[src/verilog/bft_pkg.sv]
package bft_pkg;

    // ##############################
    // packet fields, top bit first
    // ##############################
    localparam int packet_bits  = 49;
    localparam int leaf_bits    = 5;
    localparam int port_bits    = 4;
    localparam int addr_bits    = 7;
    localparam int payload_bits = 32;

    localparam int num_out_ports = 4;
    localparam int in_port_id    = 1;    // the single input port
    localparam int queue_depth   = 8;

    typedef logic [payload_bits-1:0] payload_t;

    typedef struct packed {
        logic                 valid;
        logic [leaf_bits-1:0] leaf;    // destination leaf
        logic [port_bits-1:0] port;    // destination port
        logic [addr_bits-1:0] addr;    // word index
        payload_t             payload;
    } bft_packet_t;

    // output queue entry, dest is added by the encoder
    typedef struct packed {
        logic [addr_bits-1:0] addr;
        payload_t             payload;
    } out_item_t;

endpackage

[src/verilog/leaf_cfg_pkg.sv]
package leaf_cfg_pkg;

    localparam int apb_addr_bits = 8;
    localparam int apb_data_bits = 32;

    // ##############################
    // register map
    // ##############################
    localparam logic [apb_addr_bits-1:0] reg_ctrl         = 8'h00;    // bit 0 enable
    localparam logic [apb_addr_bits-1:0] reg_leaf_id      = 8'h04;
    localparam logic [apb_addr_bits-1:0] reg_dest_1       = 8'h08;
    localparam logic [apb_addr_bits-1:0] reg_dest_2       = 8'h0C;
    localparam logic [apb_addr_bits-1:0] reg_dest_3       = 8'h10;
    localparam logic [apb_addr_bits-1:0] reg_dest_4       = 8'h14;
    localparam logic [apb_addr_bits-1:0] reg_drop_cnt     = 8'h18;    // read only
    localparam logic [apb_addr_bits-1:0] reg_misroute_cnt = 8'h1C;    // read only

    // field widths
    localparam int leaf_id_bits = bft_pkg::leaf_bits;
    localparam int dest_bits    = bft_pkg::leaf_bits + bft_pkg::port_bits;    // leaf then port
    localparam int cnt_bits     = 16;

endpackage

[src/verilog/leaf_config_apb.sv]
module leaf_config_apb import leaf_cfg_pkg::*; (
    input  logic                     clk,
    input  logic                     reset,
    input  logic                     psel,
    input  logic                     penable,
    input  logic                     pwrite,
    input  logic [apb_addr_bits-1:0] paddr,
    input  logic [apb_data_bits-1:0] pwdata,
    output logic [apb_data_bits-1:0] prdata,
    output logic                     pready,
    output logic                     pslverr,
    input  logic                     drop,
    input  logic                     misroute,
    output logic                     enable,
    output logic [leaf_id_bits-1:0]  leaf_id,
    output logic [dest_bits-1:0]     dest_1,
    output logic [dest_bits-1:0]     dest_2,
    output logic [dest_bits-1:0]     dest_3,
    output logic [dest_bits-1:0]     dest_4
);

    logic                access;
    logic                hit;
    logic                read_only;
    logic                wr_en;
    logic [cnt_bits-1:0] drop_cnt;
    logic [cnt_bits-1:0] misroute_cnt;

    assign access  = psel && penable;
    assign pready  = 1'b1;    // zero wait states
    assign pslverr = access && (!hit || (pwrite && read_only));
    assign wr_en   = access && pwrite && !pslverr;

    // ##############################
    // address decode and read mux
    // ##############################
    always_comb begin
        hit       = 1'b1;
        read_only = 1'b0;
        prdata    = '0;
        case (paddr)
            reg_ctrl:    prdata = apb_data_bits'(enable);
            reg_leaf_id: prdata = apb_data_bits'(leaf_id);
            reg_dest_1:  prdata = apb_data_bits'(dest_1);
            reg_dest_2:  prdata = apb_data_bits'(dest_2);
            reg_dest_3:  prdata = apb_data_bits'(dest_3);
            reg_dest_4:  prdata = apb_data_bits'(dest_4);
            reg_drop_cnt: begin
                prdata    = apb_data_bits'(drop_cnt);
                read_only = 1'b1;
            end
            reg_misroute_cnt: begin
                prdata    = apb_data_bits'(misroute_cnt);
                read_only = 1'b1;
            end
            default:     hit = 1'b0;
        endcase
    end

    // ##############################
    // registers and counters
    // ##############################
    always_ff @(posedge clk) begin
        if (reset) begin
            enable       <= 1'b0;
            leaf_id      <= '0;
            dest_1       <= '0;
            dest_2       <= '0;
            dest_3       <= '0;
            dest_4       <= '0;
            drop_cnt     <= '0;
            misroute_cnt <= '0;
        end else begin
            if (wr_en) begin
                case (paddr)
                    reg_ctrl:    enable  <= pwdata[0];
                    reg_leaf_id: leaf_id <= pwdata[leaf_id_bits-1:0];
                    reg_dest_1:  dest_1  <= pwdata[dest_bits-1:0];
                    reg_dest_2:  dest_2  <= pwdata[dest_bits-1:0];
                    reg_dest_3:  dest_3  <= pwdata[dest_bits-1:0];
                    reg_dest_4:  dest_4  <= pwdata[dest_bits-1:0];
                    default:     enable  <= enable;
                endcase
            end
            if (drop && drop_cnt != '1) drop_cnt <= drop_cnt + 1'b1;    // saturating
            if (misroute && misroute_cnt != '1) misroute_cnt <= misroute_cnt + 1'b1;
        end
    end

endmodule

[src/verilog/leaf_i1o4.sv]
module leaf_i1o4 import bft_pkg::*, leaf_cfg_pkg::*; (
    input  logic                     clk,
    input  logic                     reset,
    input  logic [packet_bits-1:0]   din_leaf_bft2interface,
    output logic [packet_bits-1:0]   dout_leaf_interface2bft,
    input  logic                     resend,
    input  logic                     psel,
    input  logic                     penable,
    input  logic                     pwrite,
    input  logic [apb_addr_bits-1:0] paddr,
    input  logic [apb_data_bits-1:0] pwdata,
    output logic [apb_data_bits-1:0] prdata,
    output logic                     pready,
    output logic                     pslverr
);

    logic                     enable;
    logic [leaf_id_bits-1:0]  leaf_id;
    logic [dest_bits-1:0]     dest_1, dest_2, dest_3, dest_4;
    logic                     drop, misroute;
    logic                     in_push, in_full, in_pop, in_empty;
    payload_t                 in_push_item, in_pop_item;
    logic [num_out_ports-1:0] out_push, out_full, out_pop, out_empty;
    out_item_t                kern_item_1, kern_item_2, kern_item_3, kern_item_4;
    out_item_t                enc_item_1, enc_item_2, enc_item_3, enc_item_4;

    // ##############################
    // configuration
    // ##############################
    leaf_config_apb cfg (
        .clk, .reset, .psel, .penable, .pwrite, .paddr, .pwdata, .prdata, .pready, .pslverr,
        .drop, .misroute, .enable, .leaf_id, .dest_1, .dest_2, .dest_3, .dest_4
    );

    // ##############################
    // decode
    // ##############################
    packet_decoder decode (
        .clk, .reset, .din(din_leaf_bft2interface), .leaf_id,
        .push(in_push), .push_item(in_push_item), .full(in_full), .drop, .misroute
    );

    stream_fifo #(.item_t(payload_t)) in_q (
        .clk, .reset, .push(in_push), .push_item(in_push_item), .full(in_full),
        .pop(in_pop), .pop_item(in_pop_item), .empty(in_empty)
    );

    // ##############################
    // execute
    // ##############################
    user_kernel execute (
        .clk, .reset, .enable, .in_empty, .in_item(in_pop_item), .in_pop,
        .out_full, .out_push, .out_item_1(kern_item_1), .out_item_2(kern_item_2),
        .out_item_3(kern_item_3), .out_item_4(kern_item_4)
    );

    stream_fifo #(.item_t(out_item_t)) out_q_1 (
        .clk, .reset, .push(out_push[0]), .push_item(kern_item_1), .full(out_full[0]),
        .pop(out_pop[0]), .pop_item(enc_item_1), .empty(out_empty[0])
    );

    stream_fifo #(.item_t(out_item_t)) out_q_2 (
        .clk, .reset, .push(out_push[1]), .push_item(kern_item_2), .full(out_full[1]),
        .pop(out_pop[1]), .pop_item(enc_item_2), .empty(out_empty[1])
    );

    stream_fifo #(.item_t(out_item_t)) out_q_3 (
        .clk, .reset, .push(out_push[2]), .push_item(kern_item_3), .full(out_full[2]),
        .pop(out_pop[2]), .pop_item(enc_item_3), .empty(out_empty[2])
    );

    stream_fifo #(.item_t(out_item_t)) out_q_4 (
        .clk, .reset, .push(out_push[3]), .push_item(kern_item_4), .full(out_full[3]),
        .pop(out_pop[3]), .pop_item(enc_item_4), .empty(out_empty[3])
    );

    // ##############################
    // result
    // ##############################
    packet_encoder result (
        .clk, .reset, .resend, .empty(out_empty),
        .item_1(enc_item_1), .item_2(enc_item_2), .item_3(enc_item_3), .item_4(enc_item_4),
        .pop(out_pop), .dest_1, .dest_2, .dest_3, .dest_4,
        .dout(dout_leaf_interface2bft)    // blanked during resend
    );

endmodule

[src/verilog/packet_decoder.sv]
module packet_decoder import bft_pkg::*; (
    input  logic                 clk,
    input  logic                 reset,
    input  bft_packet_t          din,
    input  logic [leaf_bits-1:0] leaf_id,
    output logic                 push,
    output payload_t             push_item,
    input  logic                 full,
    output logic                 drop,
    output logic                 misroute
);

    logic                 vld_q;
    logic [leaf_bits-1:0] leaf_q;
    logic [port_bits-1:0] port_q;
    payload_t             payload_q;
    logic                 addr_ok;

    // ##############################
    // input register
    // ##############################
    always_ff @(posedge clk) begin
        if (reset) begin
            vld_q <= 1'b0;
        end else begin
            vld_q <= din.valid;
        end
    end

    always_ff @(posedge clk) begin
        leaf_q    <= din.leaf;
        port_q    <= din.port;
        payload_q <= din.payload;    // addr field unused on this leaf
    end

    // ##############################
    // accept, drop or misroute
    // ##############################
    assign addr_ok = (leaf_q == leaf_id) && (port_q == port_bits'(in_port_id));

    assign push      = vld_q && addr_ok && !full;
    assign push_item = payload_q;
    assign drop      = vld_q && addr_ok && full;    // queue full, word lost
    assign misroute  = vld_q && !addr_ok;

endmodule

[src/verilog/packet_encoder.sv]
module packet_encoder import bft_pkg::*; (
    input  logic                           clk,
    input  logic                           reset,
    input  logic                           resend,
    input  logic [num_out_ports-1:0]       empty,
    input  out_item_t                      item_1,
    input  out_item_t                      item_2,
    input  out_item_t                      item_3,
    input  out_item_t                      item_4,
    output logic [num_out_ports-1:0]       pop,
    input  logic [leaf_bits+port_bits-1:0] dest_1,
    input  logic [leaf_bits+port_bits-1:0] dest_2,
    input  logic [leaf_bits+port_bits-1:0] dest_3,
    input  logic [leaf_bits+port_bits-1:0] dest_4,
    output bft_packet_t                    dout
);

    localparam int sel_bits = $clog2(num_out_ports);

    out_item_t                      item_arr [num_out_ports];
    logic [leaf_bits+port_bits-1:0] dest_arr [num_out_ports];
    logic [sel_bits-1:0]            last_q;
    logic [sel_bits-1:0]            cand;
    logic [sel_bits-1:0]            grant;
    logic                           found;
    logic                           send;
    bft_packet_t                    pkt_q;

    assign item_arr = '{item_1, item_2, item_3, item_4};
    assign dest_arr = '{dest_1, dest_2, dest_3, dest_4};

    // ##############################
    // round robin arbiter
    // ##############################
    always_comb begin
        grant = last_q;
        found = 1'b0;
        cand  = last_q;
        for (int i = 1; i <= num_out_ports; i++) begin
            cand = last_q + sel_bits'(i);    // search starts after last served
            if (!found && !empty[cand]) begin
                grant = cand;
                found = 1'b1;
            end
        end
    end

    assign send = found && !resend;
    assign pop  = send ? (num_out_ports'(1) << grant) : '0;

    // ##############################
    // packet register
    // ##############################
    always_ff @(posedge clk) begin
        if (reset) begin
            pkt_q  <= '0;
            last_q <= '0;
        end else if (send) begin
            pkt_q.valid   <= 1'b1;
            pkt_q.leaf    <= dest_arr[grant][leaf_bits+port_bits-1 -: leaf_bits];
            pkt_q.port    <= dest_arr[grant][port_bits-1:0];
            pkt_q.addr    <= item_arr[grant].addr;
            pkt_q.payload <= item_arr[grant].payload;
            last_q        <= grant;
        end else if (!resend) begin
            pkt_q <= '0;    // idle
        end
        // during resend the pending packet is held and shows once resend drops
    end

    assign dout = resend ? '0 : pkt_q;

endmodule

[src/verilog/stream_fifo.sv]
module stream_fifo import bft_pkg::*; #(
    parameter type item_t = payload_t,
    parameter int  depth  = queue_depth
) (
    input  logic  clk,
    input  logic  reset,
    input  logic  push,
    input  item_t push_item,
    output logic  full,
    input  logic  pop,
    output item_t pop_item,
    output logic  empty
);

    localparam int ptr_bits = $clog2(depth);

    item_t               mem [depth];
    logic [ptr_bits-1:0] wr_ptr;
    logic [ptr_bits-1:0] rd_ptr;
    logic [ptr_bits:0]   count;
    logic                do_push;
    logic                do_pop;

    assign do_push = push && !full;
    assign do_pop  = pop && !empty;

    assign full     = (count == (ptr_bits+1)'(depth));
    assign empty    = (count == '0);
    assign pop_item = mem[rd_ptr];    // head is visible before the pop

    always_ff @(posedge clk) begin
        if (do_push) begin
            mem[wr_ptr] <= push_item;
        end
    end

    always_ff @(posedge clk) begin
        if (reset) begin
            wr_ptr <= '0;
            rd_ptr <= '0;
            count  <= '0;
        end else begin
            if (do_push) wr_ptr <= wr_ptr + 1'b1;    // wraps, depth is a power of two
            if (do_pop)  rd_ptr <= rd_ptr + 1'b1;
            case ({do_push, do_pop})
                2'b10:   count <= count + 1'b1;
                2'b01:   count <= count - 1'b1;
                default: count <= count;
            endcase
        end
    end

endmodule

[src/verilog/user_kernel.sv]
module user_kernel import bft_pkg::*; (
    input  logic                     clk,
    input  logic                     reset,
    input  logic                     enable,
    input  logic                     in_empty,
    input  payload_t                 in_item,
    output logic                     in_pop,
    input  logic [num_out_ports-1:0] out_full,
    output logic [num_out_ports-1:0] out_push,
    output out_item_t                out_item_1,
    output out_item_t                out_item_2,
    output out_item_t                out_item_3,
    output out_item_t                out_item_4
);

    logic                 fire;
    payload_t             sum_q;
    payload_t             sum_next;
    logic [addr_bits-1:0] idx_q;

    // one word per cycle, only when every output has room
    assign fire = enable && !in_empty && !(|out_full);

    assign in_pop   = fire;
    assign out_push = {num_out_ports{fire}};

    assign sum_next = sum_q + in_item;    // mod 2^32

    // ##############################
    // result words
    // ##############################
    always_comb begin
        out_item_1.addr    = idx_q;
        out_item_1.payload = in_item;
        out_item_2.addr    = idx_q;
        out_item_2.payload = {in_item[payload_bits-2:0], 1'b0};
        out_item_3.addr    = idx_q;
        out_item_3.payload = ~in_item;
        out_item_4.addr    = idx_q;
        out_item_4.payload = sum_next;    // includes the current word
    end

    // ##############################
    // kernel state
    // ##############################
    always_ff @(posedge clk) begin
        if (reset) begin
            sum_q <= '0;
            idx_q <= '0;
        end else if (fire) begin
            sum_q <= sum_next;
            idx_q <= idx_q + 1'b1;    // wraps at 128
        end
    end

endmodule
[config.mk]
export PLATFORM = sky130hd
export DESIGN_NAME = leaf_i1o4
export DESIGN_NICKNAME = d
export VERILOG_FILES = /design/src/verilog/bft_pkg.sv /design/src/verilog/leaf_cfg_pkg.sv /design/src/verilog/leaf_config_apb.sv /design/src/verilog/leaf_i1o4.sv /design/src/verilog/packet_decoder.sv /design/src/verilog/packet_encoder.sv /design/src/verilog/stream_fifo.sv /design/src/verilog/user_kernel.sv
export SDC_FILE = /design/constraint.sdc
export NUM_CORES = 2
export LEC_CHECK = 0
export ABC_CLOCK_PERIOD_IN_PS = 18600
export BUFFER_PORTS_ARGS = -buffer_cell sky130_fd_sc_hd__buf_2
export CAP_MARGIN = 10
export CORE_MARGIN = 3
export CORE_UTILIZATION = 24
export DETAILED_ROUTE_END_ITERATION = 10
export SYNTH_ARGS = -nofsm -noshare
export SYNTH_HDL_FRONTEND = slang
export SYNTH_SLANG_ARGS = --single-unit
export TNS_END_PERCENT = 5
[constraint.sdc]
create_clock -name clk -period 18.6 [get_ports clk]
set_input_delay 3.72 -clock clk [delete_from_list [all_inputs] [get_ports clk]]
set_output_delay 3.72 -clock clk [all_outputs]
set_load 0.02 [all_outputs]
After elaboration in Yosys (flattened, before gate mapping)
Memory sizes are Yosys's and may differ from the RTL's. A register that Yosys moved wholly into a read port is not among the register bits.
Cells that the tools add are included.
{ "word_totals": {"out_inout_bits": 83, "ramBits": 1496, "n_memories": 5, "elab_cells": 225, "regBits": 256} }
{ "op_classes": {"muxes": 54, "order_cmp": 5, "n_eq_ne": 27, "n_addsub": 27, "shift": 1, "reduce_logical": 69, "bitwise_logic": 2} }
{ "mem_list": {"columns": ["memory", "depth", "width", "rd", "rd_ports_with_merged_regs", "wr", "line", "text"], "rows": [
  ["out_q_1.mem", 8, 39, 1, 1, 1, "stream_fifo.sv:17", "item_t mem [depth];"],
  ["out_q_3.mem", 8, 39, 1, 1, 1, "stream_fifo.sv:17", null],
  ["out_q_4.mem", 8, 39, 1, 1, 1, "stream_fifo.sv:17", null],
  ["out_q_2.mem", 8, 38, 1, 1, 1, "stream_fifo.sv:17", null],
  ["in_q.mem", 8, 32, 1, 1, 1, "stream_fifo.sv:17", null]
]} }
{ "ops": {"columns": ["operator", "count"], "rows": [
  ["49-bit two-way mux", 3],
  ["16-bit case mux with 8 select lines", 1],
  ["39-bit binary-select mux with 2-bit select", 1],
  ["39-bit two-way mux", 2],
  ["4-bit case mux with 2 select lines", 5],
  ["16-bit by 1-bit adder with 16-bit output, second input constant", 2],
  ["32-bit adder", 1],
  ["8-bit by 5-bit equality test with 1-bit output, second input constant", 4],
  ["16-bit inequality test, second input constant", 2],
  ["32-bit inverter", 1],
  ["3-bit by 1-bit adder with 3-bit output, second input constant", 10],
  ["3-bit two-way mux", 10],
  ["1-bit logical AND", 28],
  ["4-bit by 1-bit adder with 4-bit output, second input constant", 5],
  ["4-bit equality test, second input constant", 5],
  ["1-bit zero test", 20],
  ["4-bit zero test", 5],
  ["1-bit two-way mux", 20],
  ["4-bit by 1-bit subtractor with 4-bit output, second input constant", 5],
  ["9-bit binary-select mux with 2-bit select", 1],
  ["9-bit two-way mux", 2],
  ["8-bit by 4-bit equality test with 1-bit output, second input constant", 2],
  ["2-bit by 3-bit less-than comparator with 1-bit output, second input constant", 4],
  ["2-bit AND reduction", 6],
  ["21 further kinds", 40]
]} }

Longest topological paths before layout
{ "depth": {"word_depth": 17, "mapped_depth": 17, "ltp_nobuf": 14} }

Hierarchy
A second synthesis with hierarchy kept.
{ "unflattened": {"hier_cells": 4004, "hier_area_um2": 72968.7} }
{ "modules_own_cells": {"columns": ["module", "n_inst", "cells_each", "seq_area_each_um2", "area_per_inst_um2"], "rows": [
  ["stream_fifo (out_q_1 ...)", 4, 525, 9629.2, 12454.4],
  ["stream_fifo (in_q)", 1, 444, 7947.6, 10542.6],
  ["user_kernel", 1, 565, 780.7, 4125.2],
  ["leaf_config_apb", 1, 432, 1481.4, 4031.4],
  ["packet_encoder", 1, 406, 1021.0, 3489.6],
  ["packet_decoder", 1, 57, 840.8, 962.2]
]} }

Least setup slack after synthesis
No wires, ideal clock.
{ "synth_path": {"kind": "input -> output", "from": "in paddr[0]", "to": "out prdata[10]", "cell_stages": 7, "setup_slack_ps": 9362, "required_time_ps": 14880, "arrival_time_ps": 5518, "cell_sequence": "or4_1 or2_1 clkbuf_1 nor2_1 clkbuf_1 nand2_1 nor2_1"} }
{ "synth_between": {"elab_chain_len": 2} }
{ "synth_lines": {"columns": ["element", "line", "text"], "rows": [
  ["start: declaration", "leaf_i1o4.sv:10", "input logic [apb_addr_bits-1:0] paddr,"],
  ["8-bit by 5-bit equality test with 1-bit output (tied with other cells)", "leaf_config_apb.sv:41", "case (paddr)"],
  ["16-bit case mux with 8 select lines *", "leaf_config_apb.sv:41", null],
  ["end: declaration", "leaf_i1o4.sv:12", "output logic [apb_data_bits-1:0] prdata,"]
]} }
Every way passes the cells marked *; elsewhere a longest branch is shown, timed or not.

Final worst setup path
{ "layout_path": {"from": "in paddr[0]", "to": "out prdata[11]"} }
Same word-level chain as after synthesis.

==> flow_summary.yaml <==
status:
  status: "complete, no violations"
synthesis:
  synth.distinct_cells: 82
  synth-async-reset-ratio: 0
  yosysTopAreaCellShare: 0.6381
  synth_cells: 3861
  ys_seq_elements: 1767
  synth_compound_area_frac: 0.02547
  ys_warn_count: 0
  synth_top_family_by_area: "multiplexers"
  synth_xor_area_frac: 0.01120
  synth-edff-count: 1496
  syn_area_per_cell_um2: 18.23
  synth-adder-area-share: 0.01105
  ys_seq_area_frac: 0.7151
  synth_flop_cell: "edfxtp_1"
  synth-simple-area-share: 0.04429
  synth_area_leaders: "edfxtp_1 (64%), mux4_2 (12%), dfxtp_1 (7.7%), mux2i_1 (5.3%), ha_1 (1.0%)"
  synth_top_area_cell: "edfxtp_1"
  syn_area_um2: 70400
  muxShareOfSynthArea: 0.1756
placement:
  dpl.hpwl_mm: 97.35
  io_buffers: 130
  placed_cells: 7765
  place_congestion: 0.7932
cells_and_area:
  drive_gt1_frac: 0.2213
  final_core_util: 0.2801
  final_nets: 4195
  final_cells: 8088
  area.growth.synth_to_final_pct: 15.93
  fill_cells: 28980
clock_tree:
  clk_pin_slew_ps: 60
  post_cts_buffers: 0
  htree_levels: 4
  cts_root_buffer: "clkbuf_16"
  cts_tree: "built"
  cts_hold_buf: 0
  cts_sinks: 1767
  max-clock-path-buffers: 3
  clk_latency_ps: 810
  numCtsBuffers: 171
  ctsResizeCount: 0
routing:
  wirelength_mm: 163.5
  drc_errors: 0
  vias: 35610
  first_iter_violations: 2614
  dr.pass1.iters: 6
  routed_via_density: 4.403
  routedWlPerCell_um: 20.21
  antenna_left: 0
global_routing:
  antenna_found_initial: 4
  gr-usage-all-layers: 0.1068
  grt.overflow.total: 0
  grt_pass1_wl_mm: 243.2
  grt_pass1_vias: 37030
  grt_max_degree: 67
worst_hold_path:
  holdPathStages: 2
  hold_path_class: "reg2reg"
setup_path:
  crit_fanout: 11
  worstPathCellList: "buf_2 -> or4_1 -> or2_1 -> nor2_1 -> nand2_1 -> nor2_1 -> buf_2"
  critPathBufInv: 2
  crit_arrival_ps: 6090
  endpoint_kind: "output port"
  worst_setup_path_start_kind: "primary input"
  cp_top_family: "simple AND/OR/NAND/NOR gates"
  critical_path_required_ps: 14880
  slowest_stage: "nor2_1"
  r2r_cells: 12
  crit_type: "in2out"
  max_stage_delay_ps: 700
  cp.depth: 7
sta:
  finalSetupViolCount: 0
  fin_skew_ps: 42.56
  rsz0062_at_grt: "no"
  fmax_ghz: 0.1020
  relSlewSlack: 0.1721
  fin_crit_sh: 0.5273
  setup_tns_ps: 0
  tightest_slew_ps: 1232
  finalHoldViolations: 0
  slew_violations: 0
  fin_crit_ps: 9808
floorplanning:
  die_x_um: 547.6
  io_pins: 178
  die-area_um2: 299900
  rows: 198
  die_h_um: 547.6
  start_util: 0.2417
  core_area_um2: 291300
pwr:
  power_uw: 7790
  static-leakage-power_uw: 0.02538
  ir_drop_mv: 0.07995
  cellPowerDensity_nw_per_um2: 95.45
job:
  drv_cap: 0
==> stage by stage <==
step / cell area [um2] / worst slack [ps] / hold WS (ps)
after global placement: 75870 / 8754 / 444.4
after detailed placement: 75870 / 8788 / 452.8
after global routing: 81610 / 8621 / 485.7
after floorplan: 70460 / 9362 / 423.2
after CTS: 81580 / 8787 / 463.6
final: 81620 / 8792 / 459.2
==> power by group <==
part	switching, uW	internal, uW	leakage (uW)
clock	1490	2020	0.00278
combinational	24.0	8.93	0.00689
sequential	8.28	4240	0.0157
total	1520	6270	0.0254
==> logic make-up (layout without fill, tap and decap cells) <==
logic type	Yosys count	after routing
flip-flops	1767	1767
multiplexers	757	757
AND/OR/NAND/NOR	623	623
AO/OA/AOI/OAI	286	286
buffers and inverters	275	583
XOR/XNOR	90	90
adder cells (fa/ha/maj)	61	61
other	2	21
==> cells in the final DEF (no fill, tap or decap), types with 20 or more instances in the layout <==
cell type  count
nand3_1       31
inv_1         52
nor3_1        21
clkbuf_1      40
xor2_1        48
edfxtp_1    1496
ha_1          59
mux4_2       382
clkinv_1      25
xnor2_1       42
nor2b_1       59
mux2i_1      370
o21ai_0       28
or3_1         20
clkbuf_16    176
o21ai_1       48
clkinv_2      24
dfxtp_1      256
a21oi_1      102
buf_2        129
nor2_1       165
nand2_1      190
buf_4         76
==> layout make-up <==
type	instances	area, um2	share of cell area
flip-flops and latches	1767	50390	0.6174
multi-input cells	1834	19150	0.2347
well taps	3900	4880	0.05979
clock buffers	231	4761	0.05833
repair buffers	207	1255	0.01538
clock inverters	87	950.9	0.01165
inverters	58	217.7	0.002667
diodes	4	10.01	0.0001226
==> sequential cells by signal, summed over array words and instances, names as in the netlist, 5 cells and up, named ones only <==
name and count:
out_q_2.mem 304, cfg.leaf_id 5, cfg.dest_3 9, cfg.drop_cnt 16, execute.sum_q 32, out_q_3.mem 312
out_q_1.mem 312, cfg.dest_4 9, out_q_4.mem 312, execute.idx_q 7, result.pkt_q 49, cfg.dest_2 9
in_q.mem 256, decode.push_item 32, decode.leaf_q 5, cfg.misroute_cnt 16, cfg.dest_1 9
==> worst min-delay path, cell delays in order, from the launching register on <==
cell and delay, ps:
dfxtp_1 320, nand2_1 50, o21ai_1 50
==> cell usage after synthesis (52+ instances only) <==
cell      count
mux4_2      382
dfxtp_1     271
mux2i_1     370
nor2_1      171
nand2_1     191
ha_1         59
clkbuf_1    132
a21oi_1     102
inv_1        52
nor2b_1      59
edfxtp_1   1496
==> routing by layer <==
layer	vias to the layer above	wire length, um	GRT usage
met5	-	9	0
met1	18810	68590	0.1369
met2	938	83080	0.1876
met4	2	3459	0.02848
li1	15640	-	-
met3	226	8346	0.01599
==> path summary, 6_finish.rpt <==
path | startpoint | end | slack [ps]
worst max register to register | register | out_q_4.mem[2][30] | 12370
worst max-delay path | paddr[0] | prdata[11] | 8790
worst min register to register | result.pkt_q[14] | result.pkt_q[14] | 460
worst min-delay path | result.pkt_q[14] | result.pkt_q[14] | 460
Power figures use the tool's default switching activity.
